<file path="config.mk">
export PLATFORM = sky130hd
export DESIGN_NAME = atop_filter_top
export DESIGN_NICKNAME = d
export VERILOG_FILES = /design/src/source/atop_filter_pkg.sv /design/src/source/write_burst_tracker.sv /design/src/source/write_ctrl.sv /design/src/source/read_inject.sv /design/src/source/atop_filter_top.sv
export VERILOG_INCLUDE_DIRS = /design/src /design/src/source
export SDC_FILE = /design/constraint.sdc
export NUM_CORES = 1
export LEC_CHECK = 0
export ABC_CLOCK_PERIOD_IN_PS = 4350
export BUFFER_PORTS_ARGS = -buffer_cell sky130_fd_sc_hd__buf_2
export CORE_AREA = 5 5 143 145
export CTS_BUF_LIST = sky130_fd_sc_hd__clkbuf_4 sky130_fd_sc_hd__clkbuf_8
export CTS_CLUSTER_DIAMETER = 30
export DETAILED_ROUTE_END_ITERATION = 8
export DIE_AREA = 0 0 148 150
export HOLD_SLACK_MARGIN = 0.03
export PLACE_DENSITY = 0.48
export SYNTH_ARGS = -nofsm -noshare
export SYNTH_HDL_FRONTEND = slang
export SYNTH_SLANG_ARGS = --single-unit
</file>
<file path="constraint.sdc">
create_clock -name clk_i -period 4.35 [get_ports clk_i]
set_clock_uncertainty 0.05 [all_clocks]
set_input_delay 0.87 -clock clk_i [delete_from_list [all_inputs] [get_ports clk_i]]
set_output_delay 0.87 -clock clk_i [all_outputs]
set_load 0.02 [all_outputs]
</file>
<file path="src/source/atop_filter_params.svh">
// ########################################
// Widths and limits of the ATOP filter
// ########################################

`ifndef ATOP_FILTER_PARAMS_SVH
`define ATOP_FILTER_PARAMS_SVH

// AXI ID width
`define ATOP_ID_W 4
// Address and data widths
`define ATOP_ADDR_W 32
`define ATOP_DATA_W 32
// Burst length field, beats minus one
`define ATOP_LEN_W 8
// Width of the AW atop field
`define ATOP_ATOP_W 6
// Downstream AWs allowed without a finished W burst
`define ATOP_MAX_WRITE_TXNS 4

`endif

</file>
<file path="src/source/atop_filter_pkg.sv">
// ########################################
// Channel field types and AXI encodings
// ########################################

`default_nettype none

`include "atop_filter_params.svh"

package atop_filter_pkg;

  typedef logic [`ATOP_ID_W-1:0]     id_t;
  typedef logic [`ATOP_ADDR_W-1:0]   addr_t;
  typedef logic [`ATOP_DATA_W-1:0]   data_t;
  typedef logic [`ATOP_DATA_W/8-1:0] strb_t;
  typedef logic [`ATOP_LEN_W-1:0]    len_t;
  // Bits 5:4 hold the kind, bit 5 also requests an R response
  typedef logic [`ATOP_ATOP_W-1:0]   atop_t;

  typedef enum logic [1:0] {NONE = 2'b00, STORE = 2'b01, LOAD = 2'b10, SWAP_CMP = 2'b11} atop_kind_e;

  typedef enum logic [1:0] {OKAY = 2'b00, EXOKAY = 2'b01, SLVERR = 2'b10, DECERR = 2'b11} resp_e;

endpackage

`default_nettype wire

</file>
<file path="src/source/write_burst_tracker.sv">
// ########################################
// Downstream write burst tracker
// Counts AWs against finished W bursts
// ########################################

`default_nettype none

`include "atop_filter_params.svh"

module write_burst_tracker (
  input  logic clk_i,
  input  logic rst_ni,
  input  logic aw_fire_i,
  input  logic w_last_fire_i,
  output logic aw_pending_o,
  output logic w_ahead_o,
  output logic aw_room_o
);

  // Two bits at least so that minus one is distinct from the limit
  localparam int unsigned CNT_W =
      (`ATOP_MAX_WRITE_TXNS == 1) ? 2 : $clog2(`ATOP_MAX_WRITE_TXNS + 1);
  localparam logic [CNT_W-1:0] CNT_MAX = CNT_W'(`ATOP_MAX_WRITE_TXNS);

  logic [CNT_W-1:0] cnt_d, cnt_q;
  logic             underflow_d, underflow_q;

  always_comb begin
    cnt_d       = cnt_q;
    underflow_d = underflow_q;
    if (aw_fire_i) begin
      cnt_d = cnt_d + CNT_W'(1);
    end
    if (w_last_fire_i) begin
      cnt_d = cnt_d - CNT_W'(1);
    end
    // Wrap below zero marks a W burst ahead of its AW
    if (underflow_q && (cnt_d == '0)) begin
      underflow_d = 1'b0;
    end else if ((cnt_q == '0) && (&cnt_d)) begin
      underflow_d = 1'b1;
    end
  end

  always_ff @(posedge clk_i or negedge rst_ni) begin
    if (!rst_ni) begin
      cnt_q       <= '0;
      underflow_q <= 1'b0;
    end else begin
      cnt_q       <= cnt_d;
      underflow_q <= underflow_d;
    end
  end

  // AWs downstream still missing their W bursts
  assign aw_pending_o = !underflow_q && (cnt_q != '0);
  // Count sits at minus one
  assign w_ahead_o    = underflow_q && (&cnt_q);
  assign aw_room_o    = w_ahead_o || (!underflow_q && (cnt_q < CNT_MAX));

endmodule

`default_nettype wire

</file>
<file path="src/source/write_ctrl.sv">
// ########################################
// Write channel FSM of the ATOP filter
// Gates AW and W, swallows atomic bursts
// and injects the SLVERR B response
// ########################################

`default_nettype none

module write_ctrl (
  input  logic                   clk_i,
  input  logic                   rst_ni,
  input  logic                   s_aw_valid_i,
  input  atop_filter_pkg::id_t   s_aw_id_i,
  input  atop_filter_pkg::len_t  s_aw_len_i,
  input  atop_filter_pkg::atop_t s_aw_atop_i,
  input  logic                   s_w_valid_i,
  input  logic                   s_w_last_i,
  input  logic                   s_b_ready_i,
  input  logic                   m_aw_ready_i,
  input  logic                   m_w_ready_i,
  input  logic                   m_b_valid_i,
  input  atop_filter_pkg::id_t   m_b_id_i,
  input  atop_filter_pkg::resp_e m_b_resp_i,
  input  logic                   aw_pending_i,
  input  logic                   w_ahead_i,
  input  logic                   aw_room_i,
  input  logic                   r_busy_i,
  output logic                   s_aw_ready_o,
  output logic                   s_w_ready_o,
  output logic                   s_b_valid_o,
  output atop_filter_pkg::id_t   s_b_id_o,
  output atop_filter_pkg::resp_e s_b_resp_o,
  output logic                   m_aw_valid_o,
  output logic                   m_w_valid_o,
  output logic                   m_b_ready_o,
  output logic                   cmd_push_o,
  output atop_filter_pkg::id_t   cmd_id_o,
  output atop_filter_pkg::len_t  cmd_len_o
);

  import atop_filter_pkg::*;

  typedef enum logic [2:0] {
    RESET, FEED, BLOCK_AW, ABSORB_W, HOLD_B, INJECT_B, WAIT_R
  } state_e;

  state_e state_d, state_q;
  state_e after_w_state;
  id_t    id_q;
  logic   id_load;
  logic   aw_atomic;
  logic   w_last_in;

  // Atomic when the kind bits are not NONE
  assign aw_atomic = s_aw_valid_i && (atop_kind_e'(s_aw_atop_i[5:4]) != NONE);
  assign w_last_in = s_w_valid_i && s_w_last_i;

  // A stalled downstream B goes out before the injected one
  assign after_w_state = (m_b_valid_i && !s_b_ready_i) ? HOLD_B : INJECT_B;

  // R command taken straight from the accepted AW
  assign cmd_push_o = id_load && s_aw_atop_i[5];
  assign cmd_id_o   = s_aw_id_i;
  assign cmd_len_o  = s_aw_len_i;

  always_comb begin
    // AW and W closed by default
    m_aw_valid_o = 1'b0;
    s_aw_ready_o = 1'b0;
    m_w_valid_o  = 1'b0;
    s_w_ready_o  = 1'b0;
    // B fed through by default
    m_b_ready_o  = s_b_ready_i;
    s_b_valid_o  = m_b_valid_i;
    s_b_id_o     = m_b_id_i;
    s_b_resp_o   = m_b_resp_i;
    id_load      = 1'b0;
    state_d      = state_q;

    unique case (state_q)
      RESET: begin
        state_d = FEED;
      end

      FEED: begin
        // AW passes while the outstanding limit allows
        if (aw_room_i) begin
          m_aw_valid_o = s_aw_valid_i;
          s_aw_ready_o = m_aw_ready_i;
        end
        // W passes for waiting AWs or alongside a plain AW
        if (aw_pending_i || (s_aw_valid_i && !aw_atomic && !w_ahead_i)) begin
          m_w_valid_o = s_w_valid_i;
          s_w_ready_o = m_w_ready_i;
        end
        if (aw_atomic) begin
          m_aw_valid_o = 1'b0;
          s_aw_ready_o = 1'b0;
          if (aw_pending_i) begin
            // Earlier W bursts drain first, AW stays put
            state_d = BLOCK_AW;
          end else begin
            s_aw_ready_o = 1'b1;
            id_load      = 1'b1;
            m_w_valid_o  = 1'b0;
            s_w_ready_o  = 1'b1;
            state_d      = w_last_in ? after_w_state : ABSORB_W;
          end
        end
      end

      BLOCK_AW: begin
        if (aw_pending_i) begin
          m_w_valid_o = s_w_valid_i;
          s_w_ready_o = m_w_ready_i;
        end else begin
          // Held atomic AW taken now, its W burst swallowed
          s_aw_ready_o = 1'b1;
          id_load      = 1'b1;
          s_w_ready_o  = 1'b1;
          state_d      = w_last_in ? after_w_state : ABSORB_W;
        end
      end

      ABSORB_W: begin
        s_w_ready_o = 1'b1;
        if (w_last_in) begin
          state_d = after_w_state;
        end
      end

      HOLD_B: begin
        if (m_b_valid_i && s_b_ready_i) begin
          state_d = INJECT_B;
        end
      end

      INJECT_B: begin
        // Downstream B stalled while the error goes out
        m_b_ready_o = 1'b0;
        s_b_valid_o = 1'b1;
        s_b_id_o    = id_q;
        s_b_resp_o  = SLVERR;
        if (s_b_ready_i) begin
          state_d = r_busy_i ? WAIT_R : FEED;
        end
      end

      WAIT_R: begin
        // Back to feed-through only once the R injector is free
        if (!r_busy_i) begin
          state_d = FEED;
        end
      end

      default: begin
        state_d = RESET;
      end
    endcase
  end

  always_ff @(posedge clk_i or negedge rst_ni) begin
    if (!rst_ni) begin
      state_q <= RESET;
    end else begin
      state_q <= state_d;
    end
  end

  // ID of the absorbed atomic AW
  always_ff @(posedge clk_i) begin
    if (id_load) begin
      id_q <= s_aw_id_i;
    end
  end

endmodule

`default_nettype wire

</file>
<file path="src/source/read_inject.sv">
// ########################################
// R response injector of the ATOP filter
// Command register, beat count, R mux
// ########################################

`default_nettype none

module read_inject (
  input  logic                   clk_i,
  input  logic                   rst_ni,
  input  logic                   cmd_push_i,
  input  atop_filter_pkg::id_t   cmd_id_i,
  input  atop_filter_pkg::len_t  cmd_len_i,
  input  logic                   m_r_valid_i,
  input  atop_filter_pkg::id_t   m_r_id_i,
  input  atop_filter_pkg::data_t m_r_data_i,
  input  atop_filter_pkg::resp_e m_r_resp_i,
  input  logic                   m_r_last_i,
  input  logic                   s_r_ready_i,
  output logic                   r_busy_o,
  output logic                   s_r_valid_o,
  output atop_filter_pkg::id_t   s_r_id_o,
  output atop_filter_pkg::data_t s_r_data_o,
  output atop_filter_pkg::resp_e s_r_resp_o,
  output logic                   s_r_last_o,
  output logic                   m_r_ready_o
);

  import atop_filter_pkg::*;

  typedef enum logic [1:0] {RESET, FEED, HOLD, INJECT} state_e;

  state_e state_d, state_q;
  logic   cmd_valid_d, cmd_valid_q;
  id_t    cmd_id_q;
  len_t   cmd_len_q;
  len_t   beats_d, beats_q;

  // Busy while a command sits in the register
  assign r_busy_o = cmd_valid_q;

  always_comb begin
    // R fed through by default
    s_r_valid_o = m_r_valid_i;
    s_r_id_o    = m_r_id_i;
    s_r_data_o  = m_r_data_i;
    s_r_resp_o  = m_r_resp_i;
    s_r_last_o  = m_r_last_i;
    m_r_ready_o = s_r_ready_i;
    cmd_valid_d = cmd_valid_q || cmd_push_i;
    beats_d     = beats_q;
    state_d     = state_q;

    unique case (state_q)
      RESET: begin
        state_d = FEED;
      end

      FEED: begin
        // A stalled downstream beat must finish before injection
        if (m_r_valid_i && !s_r_ready_i) begin
          state_d = HOLD;
        end else if (cmd_valid_q) begin
          beats_d = cmd_len_q;
          state_d = INJECT;
        end
      end

      HOLD: begin
        if (m_r_valid_i && s_r_ready_i) begin
          state_d = FEED;
        end
      end

      INJECT: begin
        m_r_ready_o = 1'b0;
        s_r_valid_o = 1'b1;
        s_r_id_o    = cmd_id_q;
        s_r_data_o  = '0;
        s_r_resp_o  = SLVERR;
        s_r_last_o  = (beats_q == '0);
        if (s_r_ready_i) begin
          if (beats_q == '0) begin
            // Last beat out, command released
            cmd_valid_d = 1'b0;
            state_d     = FEED;
          end else begin
            beats_d = beats_q - len_t'(1);
          end
        end
      end

      default: begin
        state_d = RESET;
      end
    endcase
  end

  always_ff @(posedge clk_i or negedge rst_ni) begin
    if (!rst_ni) begin
      state_q     <= RESET;
      cmd_valid_q <= 1'b0;
      beats_q     <= '0;
    end else begin
      state_q     <= state_d;
      cmd_valid_q <= cmd_valid_d;
      beats_q     <= beats_d;
    end
  end

  // Command payload, written only while idle
  always_ff @(posedge clk_i) begin
    if (cmd_push_i) begin
      cmd_id_q  <= cmd_id_i;
      cmd_len_q <= cmd_len_i;
    end
  end

endmodule

`default_nettype wire

</file>
<file path="src/source/atop_filter_top.sv">
// ########################################
// ATOP filter top level
// Tracker, write FSM and R injector
// ########################################

`default_nettype none

module atop_filter_top (
  input  logic                   clk_i,
  input  logic                   rst_ni,
  // Upstream port, facing the manager
  input  atop_filter_pkg::id_t   s_aw_id_i,
  input  atop_filter_pkg::addr_t s_aw_addr_i,
  input  atop_filter_pkg::len_t  s_aw_len_i,
  input  atop_filter_pkg::atop_t s_aw_atop_i,
  input  logic                   s_aw_valid_i,
  output logic                   s_aw_ready_o,
  input  atop_filter_pkg::data_t s_w_data_i,
  input  atop_filter_pkg::strb_t s_w_strb_i,
  input  logic                   s_w_last_i,
  input  logic                   s_w_valid_i,
  output logic                   s_w_ready_o,
  output atop_filter_pkg::id_t   s_b_id_o,
  output atop_filter_pkg::resp_e s_b_resp_o,
  output logic                   s_b_valid_o,
  input  logic                   s_b_ready_i,
  input  atop_filter_pkg::id_t   s_ar_id_i,
  input  atop_filter_pkg::addr_t s_ar_addr_i,
  input  atop_filter_pkg::len_t  s_ar_len_i,
  input  logic                   s_ar_valid_i,
  output logic                   s_ar_ready_o,
  output atop_filter_pkg::id_t   s_r_id_o,
  output atop_filter_pkg::data_t s_r_data_o,
  output atop_filter_pkg::resp_e s_r_resp_o,
  output logic                   s_r_last_o,
  output logic                   s_r_valid_o,
  input  logic                   s_r_ready_i,
  // Downstream port, facing the subordinate
  output atop_filter_pkg::id_t   m_aw_id_o,
  output atop_filter_pkg::addr_t m_aw_addr_o,
  output atop_filter_pkg::len_t  m_aw_len_o,
  output atop_filter_pkg::atop_t m_aw_atop_o,
  output logic                   m_aw_valid_o,
  input  logic                   m_aw_ready_i,
  output atop_filter_pkg::data_t m_w_data_o,
  output atop_filter_pkg::strb_t m_w_strb_o,
  output logic                   m_w_last_o,
  output logic                   m_w_valid_o,
  input  logic                   m_w_ready_i,
  input  atop_filter_pkg::id_t   m_b_id_i,
  input  atop_filter_pkg::resp_e m_b_resp_i,
  input  logic                   m_b_valid_i,
  output logic                   m_b_ready_o,
  output atop_filter_pkg::id_t   m_ar_id_o,
  output atop_filter_pkg::addr_t m_ar_addr_o,
  output atop_filter_pkg::len_t  m_ar_len_o,
  output logic                   m_ar_valid_o,
  input  logic                   m_ar_ready_i,
  input  atop_filter_pkg::id_t   m_r_id_i,
  input  atop_filter_pkg::data_t m_r_data_i,
  input  atop_filter_pkg::resp_e m_r_resp_i,
  input  logic                   m_r_last_i,
  input  logic                   m_r_valid_i,
  output logic                   m_r_ready_o
);

  import atop_filter_pkg::*;

  logic aw_pending;
  logic w_ahead;
  logic aw_room;
  logic aw_fire;
  logic w_last_fire;
  logic r_busy;
  logic cmd_push;
  id_t  cmd_id;
  len_t cmd_len;

  // AW fields pass unchanged, atop never reaches downstream
  assign m_aw_id_o   = s_aw_id_i;
  assign m_aw_addr_o = s_aw_addr_i;
  assign m_aw_len_o  = s_aw_len_i;
  assign m_aw_atop_o = '0;
  assign m_w_data_o  = s_w_data_i;
  assign m_w_strb_o  = s_w_strb_i;
  assign m_w_last_o  = s_w_last_i;

  // Reads are untouched apart from the R mux
  assign m_ar_id_o    = s_ar_id_i;
  assign m_ar_addr_o  = s_ar_addr_i;
  assign m_ar_len_o   = s_ar_len_i;
  assign m_ar_valid_o = s_ar_valid_i;
  assign s_ar_ready_o = m_ar_ready_i;

  // Downstream handshakes seen by the tracker
  assign aw_fire     = m_aw_valid_o && m_aw_ready_i;
  assign w_last_fire = m_w_valid_o && m_w_ready_i && s_w_last_i;

  write_burst_tracker i_write_burst_tracker (
    .clk_i         (clk_i),
    .rst_ni        (rst_ni),
    .aw_fire_i     (aw_fire),
    .w_last_fire_i (w_last_fire),
    .aw_pending_o  (aw_pending),
    .w_ahead_o     (w_ahead),
    .aw_room_o     (aw_room)
  );

  write_ctrl i_write_ctrl (
    .clk_i        (clk_i),
    .rst_ni       (rst_ni),
    .s_aw_valid_i (s_aw_valid_i),
    .s_aw_id_i    (s_aw_id_i),
    .s_aw_len_i   (s_aw_len_i),
    .s_aw_atop_i  (s_aw_atop_i),
    .s_w_valid_i  (s_w_valid_i),
    .s_w_last_i   (s_w_last_i),
    .s_b_ready_i  (s_b_ready_i),
    .m_aw_ready_i (m_aw_ready_i),
    .m_w_ready_i  (m_w_ready_i),
    .m_b_valid_i  (m_b_valid_i),
    .m_b_id_i     (m_b_id_i),
    .m_b_resp_i   (m_b_resp_i),
    .aw_pending_i (aw_pending),
    .w_ahead_i    (w_ahead),
    .aw_room_i    (aw_room),
    .r_busy_i     (r_busy),
    .s_aw_ready_o (s_aw_ready_o),
    .s_w_ready_o  (s_w_ready_o),
    .s_b_valid_o  (s_b_valid_o),
    .s_b_id_o     (s_b_id_o),
    .s_b_resp_o   (s_b_resp_o),
    .m_aw_valid_o (m_aw_valid_o),
    .m_w_valid_o  (m_w_valid_o),
    .m_b_ready_o  (m_b_ready_o),
    .cmd_push_o   (cmd_push),
    .cmd_id_o     (cmd_id),
    .cmd_len_o    (cmd_len)
  );

  read_inject i_read_inject (
    .clk_i       (clk_i),
    .rst_ni      (rst_ni),
    .cmd_push_i  (cmd_push),
    .cmd_id_i    (cmd_id),
    .cmd_len_i   (cmd_len),
    .m_r_valid_i (m_r_valid_i),
    .m_r_id_i    (m_r_id_i),
    .m_r_data_i  (m_r_data_i),
    .m_r_resp_i  (m_r_resp_i),
    .m_r_last_i  (m_r_last_i),
    .s_r_ready_i (s_r_ready_i),
    .r_busy_o    (r_busy),
    .s_r_valid_o (s_r_valid_o),
    .s_r_id_o    (s_r_id_o),
    .s_r_data_o  (s_r_data_o),
    .s_r_resp_o  (s_r_resp_o),
    .s_r_last_o  (s_r_last_o),
    .m_r_ready_o (m_r_ready_o)
  );

endmodule

`default_nettype wire

</file>
==> results of run 1 <==
## cell families after synthesis
kind of cell	after synthesis	share of synthesized area
buf+inv	158	0.328
simple gates	120	0.199
compound gates	70	0.135
flops	34	0.274
mux	8	0.0255
fa+ha+maj	6	0.0221
xor+xnor	6	0.0155
other cells	1	0.00111
## tightest hold or removal path: stages (launching register included)
cell	delay, ps
edfxtp_1	320
a21oi_1	50
o21ai_1	110
## per-layer routing
layer	routed length, um	GRT usage	part of all wire	vias up
li1	-	-	-	1227
met1	4930	0.122	0.32	1201
met5	103	0.0182	0.0066	-
met4	257	0.0268	0.017	8
met2	7010	0.198	0.45	220
met3	3230	0.124	0.21	26
## flip-flops by register name, indices dropped and copies added (netlist names)
register and flops:
i_read_inject.cmd_id_q 4, i_read_inject.beats_q 8, i_write_burst_tracker.underflow_q 1, i_write_ctrl.state_q 3, i_read_inject.cmd_len_q 8, i_write_ctrl.id_q 4, i_write_burst_tracker.cnt_q 3, i_read_inject.r_busy_o 1
i_read_inject.state_q 2
## final timing paths
check                                                         start                                            end  slack (ps)
setup reg to reg           i_write_burst_tracker.cnt_q[0]$_DFF_PN0_  i_write_burst_tracker.underflow_q$_DFFE_PN0P_        1240
hold / removal                 i_read_inject.cmd_len_q[6]$_DFFE_PP_           i_read_inject.beats_q[6]$_DFFE_PN0P_         470
min in group asynchronous                                    rst_ni       i_write_burst_tracker.cnt_q[1]$_DFF_PN0_         480
hold reg to reg                i_read_inject.cmd_len_q[6]$_DFFE_PP_           i_read_inject.beats_q[6]$_DFFE_PN0P_         470
max in group asynchronous                                    rst_ni            i_write_ctrl.state_q[0]$_DFFE_PN0P_        3440
setup / recovery           i_write_burst_tracker.cnt_q[0]$_DFF_PN0_                                    s_w_ready_o         910
## power breakdown
group	leakage (nW)	internal [mW]	switching, mW
Sequential	0.358	0.428	0.132
Combinational	1.19	0.444	0.701
Clock	0.0517	0.134	0.117
Total	1.59	1.01	0.950
## layout make-up
type,count,area (um^2),area share
clock inverter,1,5.00,0.00146
clock buffer,7,90.1,0.0264
antenna,1,2.50,0.000732
inverter,10,37.5,0.0110
sequential,34,931,0.272
multi-input combinational,216,1370,0.401
timing repair buffer,136,683,0.200
tap,238,298,0.0871
## cells in the mapped netlist, types with 3 or more instances
| cell | n |
|---|---|
| o21ai_1 | 10 |
| and2_1 | 44 |
| nor2b_1 | 3 |
| o22ai_1 | 3 |
| nand2_1 | 21 |
| or3_1 | 4 |
| buf_4 | 133 |
| inv_1 | 10 |
| nor2_1 | 17 |
| dfrtp_1 | 18 |
| buf_2 | 3 |
| mux2i_1 | 3 |
| o2111ai_1 | 3 |
| clkbuf_1 | 10 |
| mux2_1 | 5 |
| nor3b_1 | 5 |
| edfxtp_1 | 16 |
| ha_1 | 6 |
| nand2b_1 | 5 |
| nor3_1 | 10 |
| o21ai_0 | 6 |
| xor2_1 | 4 |
| a21oi_1 | 21 |
## placed cells by master (no fill, tap or decap), types with 2 or more instances in the layout
| cell | count |
|---|---|
| buf_2 | 135 |
| and2_1 | 44 |
| a21oi_1 | 21 |
| nand2_1 | 20 |
| dfrtp_1 | 18 |
| nor2_1 | 17 |
| edfxtp_1 | 16 |
| inv_1 | 10 |
| o21ai_1 | 10 |
| nor3_1 | 10 |
| o21ai_0 | 6 |
| ha_1 | 6 |
| conb_1 | 6 |
| clkbuf_8 | 6 |
| nor3b_1 | 5 |
| mux2_1 | 5 |
| nand2b_1 | 5 |
| or3_1 | 4 |
| xor2_1 | 4 |
| nor2b_1 | 3 |
| o2111ai_1 | 3 |
| mux2i_1 | 3 |
| o22ai_1 | 3 |
| o211ai_1 | 2 |
| o21a_1 | 2 |
| xnor2_1 | 2 |
| nor4_1 | 2 |
| a21o_1 | 2 |
| nand3_1 | 2 |
| a22oi_1 | 2 |
| o2bb2ai_1 | 2 |
| a31oi_1 | 2 |
| o221ai_1 | 2 |
==> key figures, run 1 <==
Run status
  • Status: finished, final reports clean

Place
  • GP Congestion: 0.786
  • Placed Cells: 634
  • Detail Placement HPWL: 13,600 um
  • Post-place setup slack: 1240 ps
  • PortBufs: 135
  • Post-DP Area: 3320 um^2

Critical path
  • Crit Path Category: reg2out
  • Cell mode on critical path: nor3_1
  • CP max stage delay: 560 ps
  • Critical Path End Type: output port
  • Crit-path slowest cell: nor2b_1
  • Worst EP arrival: 2520 ps
  • Buf/Inv on CP: 2
  • Number of cells on the worst reg-to-reg path: 11
  • Crit-path leading delay family: simple AND/OR/NAND/NOR gates
  • Startpoint types: register
  • Req. time, crit path: 3430 ps
  • CP max FO: 8
  • Crit-path cells: inv_1, ha_1, nor2b_1, nor2_1, nor3_1, a311oi_1, nor3_1, buf_2
  • CP Depth: 8

Synthesis
  • Synthesized instance count: 403
  • Synth top area share: 0.294
  • Yosys reg bits: 34
  • Sequential element share of the synthesized area: 0.274
  • Largest area contributor in the netlist: buf_4
  • Cell variety after synth: 55
  • EDFF count, synth: 16
  • Synth area leaders: buf_4 29%, edfxtp_1 14%, dfrtp_1 13%
  • Synth async-reset ratio: 0.529
  • Ys flop type: dfrtp_1
  • Mapped Avg Cell Area: 8.42 um^2
  • Ys Warns: 0
  • Synth Cell Area: 3390 um^2

CTS
  • Clock buffer depth: 2
  • Num CTS Buffers: 5
  • Post-CTS resize count: 0
  • Skew-Pair Late Insertion Delay: 280 ps
  • Clock sink total: 34
  • Postcts setup bufs: 0
  • Clk pin slew, worst setup/hold paths: 70 ps
  • Root Buffer: clkbuf_8
  • Htree depth: 2
  • CTS tree: yes
  • Hold buffer count at CTS: 0

Timing
  • Hold Vio Cnt, Final: 0
  • Slew Viols, Final: 0
  • Fmax: 291 MHz
  • Final Setup Violations: 0
  • Final min period: 3440 ps
  • Worst hold slack: 467 ps
  • Relative slew slack: 0.376
  • Final WS setup: 910 ps
  • Worst-Margin Slew: 932 ps
  • Setup_tns: 0 ps
  • Final Cycle Share: 0.791
  • RSZ-0062 raised after global routing: no

Floorplan
  • Die W: 148 um
  • Die Ht: 150 um
  • Num rows: 51
  • Initial Util: 0.178
  • I/O pin total: 374
  • Full die area: 22,200 um^2
  • Total core area: 19,100 um^2

Power
  • Peak VDD IR: 191 uV
  • PwrDens: 572 nW/um^2
  • Final Total Pwr: 1.96 mW
  • LEAKAGE: 1.59 nW

Routing
  • WL final: 15,500 um
  • Via count: 2,682
  • # DRC: 0
  • Detail Route Antenna Nets: 0
  • Post-detailed-route wirelength per cell: 24.1 um
  • DR pass1 iterations: 4
  • Initial DRC Count: 66
  • Routed vias/inst: 4.17

Final layout
  • Final core occ: 0.179
  • Layout cells sized above 1: 0.369
  • Finished Layout Cells: 643
  • # fillers: 2,178
  • Post-route design area: 3420 um^2
  • Area delta synth->final: 0.775%
  • Nets: 597

GRT
  • Largest net degree at the start of global routing: 59
  • Vias in the first global route: 2,534
  • Global route overflow: 0
  • First-pass GRT wire length: 20,200 um
  • Initial antenna violation count: 4
  • All-Layer GR Usage: 0.128

Worst hold path
  • Hold Path Depth: 2
  • HP Class: reg2reg

Job
  • MaxCap Viol Count: 0
No activity file was read; power rests on OpenSTA's default activity.
==> run 2: changes to the inputs <==
ABC_CLOCK_PERIOD_IN_PS = 2940   (was 4350)
CORE_AREA = 5 5 141 143   (was 5 5 143 145)
DIE_AREA = 0 0 146 148   (was 0 0 148 150)
PLACE_DENSITY = 0.5   (was 0.48)
clock period = 2.94 ns   (was 4.35 ns; I/O delays follow)
==> run 2 against run 1 <==
Effect of this change:
- via count decreased by 0.56%
- final area rose by 2.7%
- setup slack worse by 760 ps
- final cell count grew 1.2%
- highest routed layer unchanged
==> key figures, run 2 (synthesized netlist as in run 1, its figures left out) <==
Run status
  • Status: finished, final reports clean

Timing
  • Worst-Margin Slew: 664 ps
  • Fmax: 358 MHz
  • Slew Viols, Final: 0
  • Final min period: 2790 ps
  • Setup_tns: 0 ps
  • RSZ-0062 raised after global routing: yes
  • Final WS setup: 149 ps
  • Final Setup Violations: 0
  • Final Cycle Share: 0.949
  • Worst hold slack: 203 ps
  • Relative slew slack: 0.556
  • Hold Vio Cnt, Final: 0

GRT
  • Global route overflow: 0
  • Met3 usage: 0.106
  • Met1 Use GR: 0.117
  • All-Layer GR Usage: 0.129
  • Largest net degree at the start of global routing: 43
  • First-pass GRT wire length: 20,200 um
  • M2 GR Usage: 0.229
  • GRT busiest layer: met2
  • Vias in the first global route: 2,629
  • Initial antenna violation count: 4

Power
  • PwrDens: 844 nW/um^2
  • Peak VDD IR: 369 uV
  • LEAKAGE: 1.66 nW

CTS
  • Hold buffer count at CTS: 0
  • Root Buffer: clkbuf_8
  • Num CTS Buffers: 5
  • CTS tree: yes
  • Skew-Pair Late Insertion Delay: 280 ps
  • Clock sink total: 34
  • Clock buffer depth: 2
  • Clk pin slew, worst setup/hold paths: 80 ps
  • Htree depth: 2

Critical path
  • Crit Path Category: reg2reg
  • Crit-path leading delay family: compound AO/OA/AOI/OAI gates
  • Startpoint types: register
  • Buf/Inv on CP: 1
  • CP max stage delay: 410 ps
  • Crit-path slowest cell: dfrtp_1
  • Critical Path End Type: register
  • CP max FO: 4
  • Worst EP arrival: 2910 ps
  • Reg2reg setup slack: 150 ps
  • CP Depth: 11
  • Cell mode on critical path: ha_1
  • Crit-path cells: ha_1, ha_1, and2_1, o211ai_1, nand2_1, and2_1, ha_1, inv_1, o2111ai_1, o221a_1, o41ai_2
  • Req. time, crit path: 3060 ps
  • Number of cells on the worst reg-to-reg path: 11

Floorplan
  • Total core area: 18,500 um^2
  • Die W: 146 um
  • I/O pin total: 374
  • Initial Util: 0.184
  • Full die area: 21,600 um^2
  • Num rows: 50
  • Die Ht: 148 um

Final layout
  • Commonest non-fill, non-tap cells in the layout: 135 x buf_2, 44 x and2_1, 21 x a21oi_1
  • Layout cells sized above 1: 0.392
  • Final core occ: 0.190
  • Most common cell after layout, fill and taps aside: buf_2
  • Area delta synth->final: 3.50%
  • Nets: 609
  • Biggest regs: i_read_inject.beats_q: 8 flops, i_read_inject.cmd_len_q: 8 flops

Routing
  • Post-detailed-route wirelength per cell: 23.3 um
  • WL final: 15,200 um
  • # DRC: 0
  • DR pass1 iterations: 4
  • Initial DRC Count: 98
  • Via count: 2,667
  • Detail Route Antenna Nets: 0
  • Routed vias/inst: 4.10

Worst hold path
  • HP Class: in2async

Place
  • PortBufs: 135
  • GP Congestion: 0.799
  • Detail Placement HPWL: 13,300 um
  • Post-place setup slack: 116 ps

Job
  • MaxCap Viol Count: 0
[run 2: changes by cell type in the layout (fill, tap and decap cells not counted), sizes merged]
cell,change
clkbuf,-1
clkinv,+1
buf,+12
[run 2: through the flow]
stage / std cells / power [mW] / area, um^2
after global placement: 642 / 2.64 / 3410
after floorplan: 408 / 2.28 / 3410
after detailed placement: 642 / 2.63 / 3410
final: 651 / 2.96 / 3510
after global routing: 650 / 3.23 / 3510
after CTS: 650 / 2.99 / 3490
[run 2: path summary, 6_finish.rpt]
path	startpoint	endpoint
worst max-delay path	i_write_burst_tracker.cnt_q[1]$_DFF_PN0_	i_write_burst_tracker.underflow_q$_DFFE_PN0P_
max in group asynchronous	rst_ni	i_write_ctrl.state_q[2]$_DFFE_PN0P_
worst min-delay path	rst_ni	i_write_burst_tracker.cnt_q[2]$_DFF_PN0_
min in group clk_i	s_aw_len_i[7]	i_read_inject.cmd_len_q[7]$_DFFE_PP_
worst max register to register	i_write_burst_tracker.cnt_q[1]$_DFF_PN0_	i_write_burst_tracker.underflow_q$_DFFE_PN0P_
worst min register to register	i_read_inject.cmd_len_q[6]$_DFFE_PP_	i_read_inject.beats_q[6]$_DFFE_PN0P_
[run 2: per-layer routing]
metal,wire (um),part of all wire
met1,4720,0.31
met2,7590,0.50
met3,2670,0.18
met4,173,0.011
met5,39,0.0026
[run 2: layout make-up]
type	instances	area (um^2)
clock buffers	6	76.3
well taps	234	293
multi-input cells	216	1390
fillers	2075	14900
diodes	1	2.50
inverters	10	37.5
repair buffers	148	773
flip-flops and latches	34	931
clock inverters	2	10.0
[run 2: worst register-to-register path, stage by stage, from the launching register on]
cell and delay (ps):
dfrtp_1 410, ha_1 210, ha_1 190, and2_1 170
o211ai_1 210, nand2_1 110, and2_1 190, ha_1 330
inv_1 60, o2111ai_1 130, o221a_1 270, o41ai_2 350
[run 2: power by group]
part | leakage, nW | internal, mW | switching [mW]
clock | 0.0484 | 0.173 | 0.171
sequential | 0.358 | 0.634 | 0.119
combinational | 1.25 | 0.743 | 1.12
[run 2: timing repair]
action / CTS / global route
endpoints found under the setup margin: 0 / 4
setup buffers: 0 / 0
resized for setup: 0 / 3
